[src/logic/cpu_defines.svh]
`ifndef CPU_DEFINES_SVH
`define CPU_DEFINES_SVH

// program ROM size in bytes
`define CPU_ROM_DEPTH 256

// internal RAM size in bytes
`define CPU_IRAM_DEPTH 128

`define CPU_DATA_W 8

// derived widths for PC and direct addresses
`define CPU_PC_W $clog2(`CPU_ROM_DEPTH)
`define CPU_DIR_W $clog2(`CPU_IRAM_DEPTH)

`endif

[src/logic/cpu_pkg.sv]
package cpu_pkg;

	// 8051 encodings of the supported opcodes
	typedef enum logic [7:0] {
		OP_NOP      = 8'h00,
		OP_MOV_IMM  = 8'h74,
		OP_MOV_DIR  = 8'hE5,
		OP_MOV_STO  = 8'hF5,
		OP_ADD_IMM  = 8'h24,
		OP_ADD_DIR  = 8'h25,
		OP_ADDC_IMM = 8'h34,
		OP_ORL_IMM  = 8'h44,
		OP_ANL_IMM  = 8'h54,
		OP_XRL_IMM  = 8'h64,
		OP_JZ       = 8'h60,
		OP_JNZ      = 8'h70,
		OP_SJMP     = 8'h80
	} opcode_e;

	// operation applied between ACC and operand b
	typedef enum logic [2:0] {
		ALU_PASS = 3'd0,
		ALU_ADD  = 3'd1,
		ALU_ADDC = 3'd2,
		ALU_OR   = 3'd3,
		ALU_AND  = 3'd4,
		ALU_XOR  = 3'd5
	} alu_op_e;

endpackage

[src/logic/stage_if.sv]
`include "cpu_defines.svh"

// one decoded instruction moving between pipeline stages
interface stage_if;
	logic                   valid;
	cpu_pkg::alu_op_e       alu_op;
	// immediate or relative offset
	logic [`CPU_DATA_W-1:0] operand;
	logic [`CPU_DIR_W-1:0]  dir_addr;
	logic                   reads_mem;
	logic                   writes_mem;
	logic                   writes_acc;
	logic                   is_jz;
	logic                   is_jnz;
	// address of the following instruction
	logic [`CPU_PC_W-1:0]   next_pc;

	modport source (
		output valid, alu_op, operand, dir_addr, reads_mem, writes_mem,
		output writes_acc, is_jz, is_jnz, next_pc
	);

	modport sink (
		input valid, alu_op, operand, dir_addr, reads_mem, writes_mem,
		input writes_acc, is_jz, is_jnz, next_pc
	);
endinterface

[src/logic/instruction_fetch.sv]
`include "cpu_defines.svh"

module instruction_fetch (
	input  logic                   clk,
	input  logic                   rst,
	input  logic                   prog_load,
	input  logic [`CPU_PC_W-1:0]   prog_addr,
	input  logic [`CPU_DATA_W-1:0] prog_data,
	input  logic                   stall,
	input  logic                   redirect,
	input  logic [`CPU_PC_W-1:0]   redirect_pc,
	output logic [`CPU_PC_W-1:0]   fetch_pc,
	output logic [`CPU_DATA_W-1:0] ins_op,
	output logic [`CPU_DATA_W-1:0] ins_arg,
	output logic                   ins_valid
);

	logic [`CPU_DATA_W-1:0] rom [`CPU_ROM_DEPTH];
	logic [`CPU_PC_W-1:0]   arg_pc;

	// second byte of the pair, wraps at the top of the ROM
	assign arg_pc = fetch_pc + 1'b1;

	// program load port, contents survive reset
	always_ff @(posedge clk) begin
		if (prog_load)
			rom[prog_addr] <= prog_data;
	end

	// PC stays one instruction ahead of the pair register
	always_ff @(posedge clk) begin
		if (rst) begin
			fetch_pc <= '0;
			ins_valid <= 1'b0;
		end else if (redirect) begin
			fetch_pc <= redirect_pc;
			ins_valid <= 1'b0;
		end else if (!stall) begin
			fetch_pc <= fetch_pc + `CPU_PC_W'(2);
			ins_valid <= 1'b1;
		end
	end

	// synchronous read of the opcode and operand bytes
	always_ff @(posedge clk) begin
		if (!stall) begin
			ins_op <= rom[fetch_pc];
			ins_arg <= rom[arg_pc];
		end
	end

	a_load_in_reset: assert property (
		@(posedge clk) prog_load |-> rst
	) else $error("program load outside of reset");

endmodule

[src/logic/decode.sv]
`include "cpu_defines.svh"

module decode (
	input  logic                   clk,
	input  logic                   rst,
	input  logic [`CPU_PC_W-1:0]   fetch_pc,
	input  logic [`CPU_DATA_W-1:0] ins_op,
	input  logic [`CPU_DATA_W-1:0] ins_arg,
	input  logic                   ins_valid,
	input  logic                   flush,
	input  logic                   pend_valid,
	input  logic [`CPU_DIR_W-1:0]  pend_addr,
	output logic                   stall,
	output logic                   redirect,
	output logic [`CPU_PC_W-1:0]   redirect_pc,
	stage_if.source                dec_to_op
);

	cpu_pkg::alu_op_e      op;
	logic                  rd_mem;
	logic                  wr_mem;
	logic                  wr_acc;
	logic                  jz;
	logic                  jnz;
	logic                  sjmp;
	logic [`CPU_DIR_W-1:0] dir;
	logic                  hit_op;
	logic                  hit_ex;

	assign dir = ins_arg[`CPU_DIR_W-1:0];

	// unknown opcodes fall through as NOP
	always_comb begin
		op = cpu_pkg::ALU_PASS;
		rd_mem = 1'b0;
		wr_mem = 1'b0;
		wr_acc = 1'b0;
		jz = 1'b0;
		jnz = 1'b0;
		sjmp = 1'b0;
		case (cpu_pkg::opcode_e'(ins_op))
			cpu_pkg::OP_MOV_IMM: wr_acc = 1'b1;
			cpu_pkg::OP_MOV_DIR: begin
				rd_mem = 1'b1;
				wr_acc = 1'b1;
			end
			cpu_pkg::OP_MOV_STO: wr_mem = 1'b1;
			cpu_pkg::OP_ADD_IMM: begin
				op = cpu_pkg::ALU_ADD;
				wr_acc = 1'b1;
			end
			cpu_pkg::OP_ADD_DIR: begin
				op = cpu_pkg::ALU_ADD;
				rd_mem = 1'b1;
				wr_acc = 1'b1;
			end
			cpu_pkg::OP_ADDC_IMM: begin
				op = cpu_pkg::ALU_ADDC;
				wr_acc = 1'b1;
			end
			cpu_pkg::OP_ORL_IMM: begin
				op = cpu_pkg::ALU_OR;
				wr_acc = 1'b1;
			end
			cpu_pkg::OP_ANL_IMM: begin
				op = cpu_pkg::ALU_AND;
				wr_acc = 1'b1;
			end
			cpu_pkg::OP_XRL_IMM: begin
				op = cpu_pkg::ALU_XOR;
				wr_acc = 1'b1;
			end
			cpu_pkg::OP_JZ: jz = 1'b1;
			cpu_pkg::OP_JNZ: jnz = 1'b1;
			cpu_pkg::OP_SJMP: sjmp = 1'b1;
			default: ;
		endcase
	end

	// stores still in flight to the address this load wants
	assign hit_op = dec_to_op.valid && dec_to_op.writes_mem && dec_to_op.dir_addr == dir;
	assign hit_ex = pend_valid && pend_addr == dir;
	assign stall = ins_valid && !flush && rd_mem && (hit_op || hit_ex);

	// fetch_pc already points past this instruction
	assign redirect = ins_valid && !flush && sjmp;
	assign redirect_pc = fetch_pc + ins_arg;

	// SJMP is resolved here and leaves a bubble
	always_ff @(posedge clk) begin
		if (rst)
			dec_to_op.valid <= 1'b0;
		else
			dec_to_op.valid <= ins_valid && !flush && !sjmp;
	end

	always_ff @(posedge clk) begin
		dec_to_op.alu_op <= op;
		dec_to_op.operand <= ins_arg;
		dec_to_op.dir_addr <= dir;
		dec_to_op.reads_mem <= rd_mem;
		dec_to_op.writes_mem <= wr_mem;
		dec_to_op.writes_acc <= wr_acc;
		dec_to_op.is_jz <= jz;
		dec_to_op.is_jnz <= jnz;
		dec_to_op.next_pc <= fetch_pc;
	end

	// a stalled load must still be here next cycle
	a_stall_holds_word: assert property (
		@(posedge clk) disable iff (rst) stall |=> $stable(ins_op) && $stable(ins_arg)
	) else $error("decode word changed while stalled");

endmodule

[src/logic/operand_fetch.sv]
`include "cpu_defines.svh"

module operand_fetch (
	input  logic                  clk,
	input  logic                  rst,
	input  logic                  flush,
	input  logic                  stall,
	stage_if.sink                 dec_to_op,
	stage_if.source               op_to_ex,
	output logic                  rd_en,
	output logic [`CPU_DIR_W-1:0] rd_addr
);

	logic stall_q;
	logic live;

	// a word registered while decode was stalled is a copy, drop it
	assign live = dec_to_op.valid && !stall_q;

	// read issued now, data lines up with execute next cycle
	assign rd_en = live && dec_to_op.reads_mem;
	assign rd_addr = dec_to_op.dir_addr;

	always_ff @(posedge clk) begin
		if (rst) begin
			stall_q <= 1'b0;
			op_to_ex.valid <= 1'b0;
		end else begin
			stall_q <= stall;
			op_to_ex.valid <= live && !flush;
		end
	end

	// immediates and control bits pass straight on
	always_ff @(posedge clk) begin
		op_to_ex.alu_op <= dec_to_op.alu_op;
		op_to_ex.operand <= dec_to_op.operand;
		op_to_ex.dir_addr <= dec_to_op.dir_addr;
		op_to_ex.reads_mem <= dec_to_op.reads_mem;
		op_to_ex.writes_mem <= dec_to_op.writes_mem;
		op_to_ex.writes_acc <= dec_to_op.writes_acc;
		op_to_ex.is_jz <= dec_to_op.is_jz;
		op_to_ex.is_jnz <= dec_to_op.is_jnz;
		op_to_ex.next_pc <= dec_to_op.next_pc;
	end

	// the hazard stall keeps reads away from a store in execute
	a_read_after_store: assert property (
		@(posedge clk) disable iff (rst)
		rd_en |-> !(op_to_ex.valid && op_to_ex.writes_mem && op_to_ex.dir_addr == rd_addr)
	) else $error("IRAM read issued behind a store to the same address");

endmodule

[src/logic/ram_controller.sv]
`include "cpu_defines.svh"

module ram_controller (
	input  logic                   clk,
	input  logic                   rst,
	input  logic                   rd_en,
	input  logic [`CPU_DIR_W-1:0]  rd_addr,
	output logic [`CPU_DATA_W-1:0] rd_data,
	input  logic                   wr_en,
	input  logic [`CPU_DIR_W-1:0]  wr_addr,
	input  logic [`CPU_DATA_W-1:0] wr_data
);

	logic [`CPU_DATA_W-1:0] mem [`CPU_IRAM_DEPTH];
	logic                   bypass;

	// write and read on the same address in one cycle
	assign bypass = wr_en && wr_addr == rd_addr;

	// whole IRAM clears in the first reset cycle
	always_ff @(posedge clk) begin
		if (rst) begin
			for (int i = 0; i < `CPU_IRAM_DEPTH; i++)
				mem[i] <= '0;
		end else if (wr_en) begin
			mem[wr_addr] <= wr_data;
		end
	end

	// registered read port, new data wins on a collision
	always_ff @(posedge clk) begin
		if (rd_en)
			rd_data <= bypass ? wr_data : mem[rd_addr];
	end

endmodule

[src/logic/alu.sv]
`include "cpu_defines.svh"

module alu (
	input  logic                   clk,
	input  logic                   rst,
	stage_if.sink                  op_to_ex,
	input  logic [`CPU_DATA_W-1:0] rd_data,
	output logic [`CPU_DATA_W-1:0] acc,
	output logic                   flush,
	output logic                   redirect,
	output logic [`CPU_PC_W-1:0]   redirect_pc,
	output logic                   wr_en,
	output logic [`CPU_DIR_W-1:0]  wr_addr,
	output logic [`CPU_DATA_W-1:0] wr_data,
	output logic                   pend_valid,
	output logic [`CPU_DIR_W-1:0]  pend_addr
);

	logic [`CPU_DATA_W-1:0] b;
	logic [`CPU_DATA_W-1:0] result;
	logic [`CPU_DATA_W:0]   sum;
	logic                   carry;
	logic                   cin;
	logic                   is_add;
	logic                   taken;
	logic                   store;

	assign b = op_to_ex.reads_mem ? rd_data : op_to_ex.operand;
	assign cin = op_to_ex.alu_op == cpu_pkg::ALU_ADDC && carry;
	assign sum = {1'b0, acc} + {1'b0, b} + {{`CPU_DATA_W{1'b0}}, cin};
	assign is_add = op_to_ex.alu_op inside {cpu_pkg::ALU_ADD, cpu_pkg::ALU_ADDC};

	always_comb begin
		case (op_to_ex.alu_op)
			cpu_pkg::ALU_ADD,
			cpu_pkg::ALU_ADDC: result = sum[`CPU_DATA_W-1:0];
			cpu_pkg::ALU_OR:   result = acc | b;
			cpu_pkg::ALU_AND:  result = acc & b;
			cpu_pkg::ALU_XOR:  result = acc ^ b;
			default:           result = b;
		endcase
	end

	// branch test uses ACC as left by the previous instruction
	assign taken = op_to_ex.valid &&
		((op_to_ex.is_jz && acc == '0) || (op_to_ex.is_jnz && acc != '0));
	assign flush = taken;
	assign redirect = taken;
	assign redirect_pc = op_to_ex.next_pc + op_to_ex.operand;

	// store in execute takes precedence, the older strobe lands this edge
	assign store = op_to_ex.valid && op_to_ex.writes_mem;
	assign pend_valid = store || wr_en;
	assign pend_addr = store ? op_to_ex.dir_addr : wr_addr;

	always_ff @(posedge clk) begin
		if (rst) begin
			acc <= '0;
			carry <= 1'b0;
			wr_en <= 1'b0;
		end else begin
			wr_en <= store;
			if (op_to_ex.valid && op_to_ex.writes_acc) begin
				acc <= result;
				if (is_add)
					carry <= sum[`CPU_DATA_W];
			end
		end
	end

	always_ff @(posedge clk) begin
		wr_addr <= op_to_ex.dir_addr;
		wr_data <= acc;
	end

	a_flush_empties_execute: assert property (
		@(posedge clk) disable iff (rst) flush |-> redirect ##1 !op_to_ex.valid
	) else $error("taken branch left a younger instruction in execute");

endmodule

[src/logic/cpu_top.sv]
`include "cpu_defines.svh"

module cpu_top (
	input  logic                   clk,
	input  logic                   rst,
	input  logic                   prog_load,
	input  logic [`CPU_PC_W-1:0]   prog_addr,
	input  logic [`CPU_DATA_W-1:0] prog_data,
	output logic [`CPU_DATA_W-1:0] acc,
	output logic                   ram_write,
	output logic [`CPU_DIR_W-1:0]  ram_write_addr,
	output logic [`CPU_DATA_W-1:0] ram_write_data
);

	logic [`CPU_PC_W-1:0]   fetch_pc;
	logic [`CPU_DATA_W-1:0] ins_op;
	logic [`CPU_DATA_W-1:0] ins_arg;
	logic                   ins_valid;
	logic                   stall;
	logic                   flush;
	logic                   redirect;
	logic [`CPU_PC_W-1:0]   redirect_pc;
	logic                   dec_redirect;
	logic [`CPU_PC_W-1:0]   dec_redirect_pc;
	logic                   alu_redirect;
	logic [`CPU_PC_W-1:0]   alu_redirect_pc;
	logic                   rd_en;
	logic [`CPU_DIR_W-1:0]  rd_addr;
	logic [`CPU_DATA_W-1:0] rd_data;
	logic                   wr_en;
	logic [`CPU_DIR_W-1:0]  wr_addr;
	logic [`CPU_DATA_W-1:0] wr_data;
	logic                   pend_valid;
	logic [`CPU_DIR_W-1:0]  pend_addr;

	stage_if dec_to_op ();
	stage_if op_to_ex ();

	// the alu branch is older than any SJMP in decode
	assign redirect = alu_redirect || dec_redirect;
	assign redirect_pc = alu_redirect ? alu_redirect_pc : dec_redirect_pc;

	assign ram_write = wr_en;
	assign ram_write_addr = wr_addr;
	assign ram_write_data = wr_data;

	instruction_fetch u_fetch (
		.clk(clk), .rst(rst),
		.prog_load(prog_load), .prog_addr(prog_addr), .prog_data(prog_data),
		.stall(stall), .redirect(redirect), .redirect_pc(redirect_pc),
		.fetch_pc(fetch_pc), .ins_op(ins_op), .ins_arg(ins_arg), .ins_valid(ins_valid)
	);

	decode u_decode (
		.clk(clk), .rst(rst), .fetch_pc(fetch_pc),
		.ins_op(ins_op), .ins_arg(ins_arg), .ins_valid(ins_valid), .flush(flush),
		.pend_valid(pend_valid), .pend_addr(pend_addr),
		.stall(stall), .redirect(dec_redirect), .redirect_pc(dec_redirect_pc),
		.dec_to_op(dec_to_op)
	);

	operand_fetch u_operand (
		.clk(clk), .rst(rst), .flush(flush), .stall(stall),
		.dec_to_op(dec_to_op), .op_to_ex(op_to_ex),
		.rd_en(rd_en), .rd_addr(rd_addr)
	);

	ram_controller u_ram (
		.clk(clk), .rst(rst),
		.rd_en(rd_en), .rd_addr(rd_addr), .rd_data(rd_data),
		.wr_en(wr_en), .wr_addr(wr_addr), .wr_data(wr_data)
	);

	alu u_alu (
		.clk(clk), .rst(rst), .op_to_ex(op_to_ex), .rd_data(rd_data), .acc(acc),
		.flush(flush), .redirect(alu_redirect), .redirect_pc(alu_redirect_pc),
		.wr_en(wr_en), .wr_addr(wr_addr), .wr_data(wr_data),
		.pend_valid(pend_valid), .pend_addr(pend_addr)
	);

endmodule

[config.mk]
export PLATFORM = sky130hd
export DESIGN_NAME = cpu_top
export DESIGN_NICKNAME = d
export VERILOG_FILES = /design/src/logic/cpu_pkg.sv /design/src/logic/stage_if.sv /design/src/logic/instruction_fetch.sv /design/src/logic/decode.sv /design/src/logic/operand_fetch.sv /design/src/logic/ram_controller.sv /design/src/logic/alu.sv /design/src/logic/cpu_top.sv
export VERILOG_INCLUDE_DIRS = /design/src /design/src/logic
export SDC_FILE = /design/constraint.sdc
export NUM_CORES = 2
export LEC_CHECK = 0
export ABC_AREA = 0
export BUFFER_PORTS_ARGS = -buffer_cell sky130_fd_sc_hd__buf_2
export CAP_MARGIN = 5
export CORE_MARGIN = 10
export CORE_UTILIZATION = 29
export DETAILED_ROUTE_END_ITERATION = 10
export GPL_TIMING_DRIVEN = 0
export PLACE_DENSITY = 0.4
export RECOVER_POWER = 25
export SKIP_LAST_GASP = 1
export SYNTH_ARGS = -nofsm -noshare
export SYNTH_HDL_FRONTEND = slang
export SYNTH_HIERARCHICAL = 1
export SYNTH_SLANG_ARGS = --single-unit
export TNS_END_PERCENT = 5
[constraint.sdc]
create_clock -name clk -period 3.52 [get_ports clk]
set_clock_uncertainty 0.2 [all_clocks]
set_input_delay 0.176 -clock clk [delete_from_list [all_inputs] [get_ports clk]]
set_output_delay 0.176 -clock clk [all_outputs]
set_load 0.01 [all_outputs]
==> run summary <==
Status = complete, but fails checks
Failing checks = capacitance limit, slew limit, setup timing
Hold Crit Class = in -> reg
First-pass GRT wire length = 971,000 um
Worst-skew pair later-pin latency = 1030 ps
Sequential share of the synthesized area = 0.631
Starting Density = 0.291
DP Wirelength = 535,000 um
GRT Resource Usage Total = 0.266
Top_reg_cell synth = edfxtp_1
Multiplexer area fraction after synthesis = 0.211
Slowest cell on crit path = nor2_1
Largest cells by area after synthesis = edfxtp_1 (62%), mux4_2 (16%), and2_1 (4.4%)
CP startpoint kind = input pin
Worst Path Buf+Inv = 2
Cts bufs inserted = 382
Total Wirelength = 756,000 um
Number of flops mapped to enable cells by yosys = 3,096
Nature of the critical path endpoint = flop
Yosys reg bits = 3,188
Vias = 101,000
Port bufs = 37
Area Growth Syn to Fin = 21.6%
XOR/XNOR Fraction of Synth Area = 0.00302
Total placed cells including tap cells = 16,100
Clk sinks = 3,188
PnR worst setup slack = -619 ps
Placed Area = 160,000 um^2
Initial antenna violation count = 89
Final Cell Area = 183,000 um^2
WL/cell = 44.4 um
Worst-Margin Slew = 3300 ps
Total grt overflow = 0
PD cells = 533 nW/um^2
Post-synth ARST share = 0
Die Width = 740 um
ANT nets after route = 0
Area leader, netlist = edfxtp_1
Yosys warns = 6
Core area = 517,000 um^2
Commonest non-fill, non-tap cell in the layout = edfxtp_1
Fin. Hold Viols = 0
Netlist cell types = 94
Pint = 69.7 mW
Wl on met1 = 303,000 um
Simple-gate share of the synthesized area = 0.0847
Pin count of the biggest net entering global routing = 144
Yosys top cell area share = 0.619
VDD IR-drop max = 0.000397 V
Final setup violation count = 1,913
Compound-cell area share of the yosys netlist = 0.0386
Max stage delay on crit path = 1280 ps
Post-route DRC violation count = 0
Area of the multi-input gates = 54,500 um^2
Avg Vias per Cell = 5.93
Placement Rows = 264
Critical path's top delay family = simple AND/OR/NAND/NOR gates
Most frequent cells in the layout = edfxtp_1 (3,096), mux4_2 (1,098), and2_1 (1,043)
Worst EP required = 3860 ps
Synth Area in Adders = 0.00320
Clock Path Buffers = 4
Final net count = 9,847
Placer congestion estimate = 0.973
RSZ-0062 raised after global routing = yes
Switching share of power = 0.283
Worst-path maximum fanout = 10
Storage element area = 94,800 um^2
Largest family of logic cells by synthesized area = multiplexers
Clk pwr share = 0.407
1st-iter DRT viols = 15,100
H-tree depth = 5
Max cap viols = 13
Switching power = 27.5 mW
Mapped Cells = 9,039
Die area = 547,000 um^2
Met3 Routed Length = 85,000 um
Critical path class = in -> reg
Pre-CTS setup slack = -3410 ps
CTS tree = done
Final Max Slew Viols = 1,303
Fillers = 49,000
Worst Path Arrival = 4480 ps
Cell mode on critical path = nor2_1
Sequential fraction of design power = 0.438
Top Ports = 43
Proportion of layout cells with a drive suffix above 1 = 0.319
Relative slew margins = -1.20
Crit path time final = 4140 ps
Setup TNS = -378,180 ps
CTS Root Cell = clkbuf_16
Clk slew on worst S/H paths = 50 ps
Syn Nets = 9,094
DR top layer = met5
Synth Area per Inst = 16.6 um^2
Vias in the first global route = 97,000
Initial DRT Pass Iterations = 8
Comb power frac = 0.155
FMAX = 0.242 GHz
Die height = 740 um
Met2 WL post-DR = 323,000 um
Synthesized area = 150,000 um^2
Critical path, cell by cell = clkbuf_1, nor2_1, nand3_1, clkbuf_2, nor2_1
Power Total = 97.3 mW
Part of the cycle the worst path needs = 1.18
Layout Cells excl Fill = 17,100
Static Leak = 58.2 nW
==> what timing repair did <==
item | CTS | global route
endpoints found under the hold margin | 2205 | 0
endpoints found under the setup margin | 2049 | 1879
buffers inserted | 143 | 84
cloned | 13 | 4
hold buffers | 24 | 0
gates resized for setup | 1588 | 255
pin swaps | 74 | 63
==> registers in the layout, indices dropped and copies added, names as in the netlist, 8 cells and up <==
name	count
u_alu/acc	8
u_alu/wr_data	8
u_decode/dec_to_op.next_pc	8
u_fetch/fetch_pc	8
u_fetch/ins_arg	8
u_fetch/ins_op	8
u_fetch/rom	2048
u_operand/op_to_ex.next_pc	8
u_operand/op_to_ex.operand	8
u_ram/mem	1024
u_ram/rd_data	8
==> worst paths after layout <==
| check | slack [ps] | endpoint | start | cells after the start |
|---|---|---|---|---|
| worst max-delay path | -620 | u_fetch/rom[66][2] | prog_addr[2] | 5 |
| worst min-delay path | 60 | u_operand/stall_q | rst | 3 |
| worst max register to register | -570 | u_fetch/ins_op[7] | u_fetch/fetch_pc[2] | 7 |
| worst min register to register | 90 | u_operand/op_to_ex.next_pc[5] | u_decode/dec_to_op.next_pc[5] | 0 |
==> metal layers <==
metal / track usage / vias to the layer above
li1: - / 37700
met1: 0.356 / 54900
met2: 0.391 / 6912
met3: 0.0825 / 1570
met4: 0.128 / 24
met5: 0 / -
==> layout make-up <==
class,count,area share
sequential,3188,0.519
multi-input combinational,5097,0.299
clock buffer,472,0.0554
tap,6916,0.0474
buffer,695,0.0423
timing repair buffer,378,0.0239
clock inverter,225,0.0115
inverter,50,0.00107
antenna,31,0.000425
==> worst min-delay path: cells and delay by family <==
kind,cells,cell delay (ps)
buffers and inverters,2,840
AND/OR/NAND/NOR,1,190
==> through the flow <==
step | utilization | hold slack [ps]
after global routing | 0.353 | 63.4
after global placement | 0.308 | 114
after floorplan | - | 47.6
final | 0.353 | 56.6
after CTS | 0.350 | 3.70
after detailed placement | 0.311 | 113
==> synthesized netlist by cell type (8+ instances only) <==
| library cell | n |
|---|---|
| edfxtp_1 | 3096 |
| mux4_2 | 1098 |
| and2_1 | 1045 |
| mux2i_1 | 574 |
| nor2_1 | 563 |
| clkbuf_1 | 328 |
| nand2_1 | 305 |
| o21ai_0 | 169 |
| a21oi_1 | 160 |
| buf_2 | 151 |
| nand3_1 | 150 |
| or2_2 | 133 |
| buf_4 | 115 |
| o22ai_1 | 108 |
| o221ai_1 | 100 |
| dfxtp_1 | 92 |
| a22oi_1 | 58 |
| a32o_1 | 53 |
| buf_6 | 53 |
| mux2_2 | 50 |
| inv_1 | 43 |
| a211oi_1 | 42 |
| nor3_1 | 41 |
| nor2b_1 | 40 |
| a31oi_1 | 39 |
| ha_1 | 32 |
| nand4_1 | 32 |
| buf_1 | 31 |
| xnor2_1 | 29 |
| a221oi_1 | 28 |
| mux4_1 | 22 |
| xor2_1 | 19 |
| nand2b_1 | 17 |
| buf_8 | 15 |
| and3_1 | 14 |
| nor4_1 | 14 |
| o2111ai_1 | 10 |
| o211ai_1 | 10 |
| mux2_4 | 9 |
| nand3b_1 | 8 |
| o32ai_1 | 8 |
| or3_1 | 8 |
==> power groups by stage <==
stage | Sequential [mW] | Clock (mW) | Combinational, mW
after floorplan | 43.1 | 0 | 6.17
after global placement | 43.4 | 0 | 13.1
after detailed placement | 43.4 | 0 | 13.3
after CTS | 42.6 | 40.2 | 14.5
after global routing | 42.6 | 41.7 | 15.0
final | 42.6 | 39.6 | 15.0
==> kinds of logic (layout without fill, tap and decap cells) <==
group,Yosys count,count (layout)
flops,3188,3188
simple gates,2404,2404
mux,1753,1753
compound gates,854,854
buf+inv,754,1820
xor+xnor,50,50
fa+ha+maj,36,36
other cells,0,31
(Power assumes the default switching activity.)
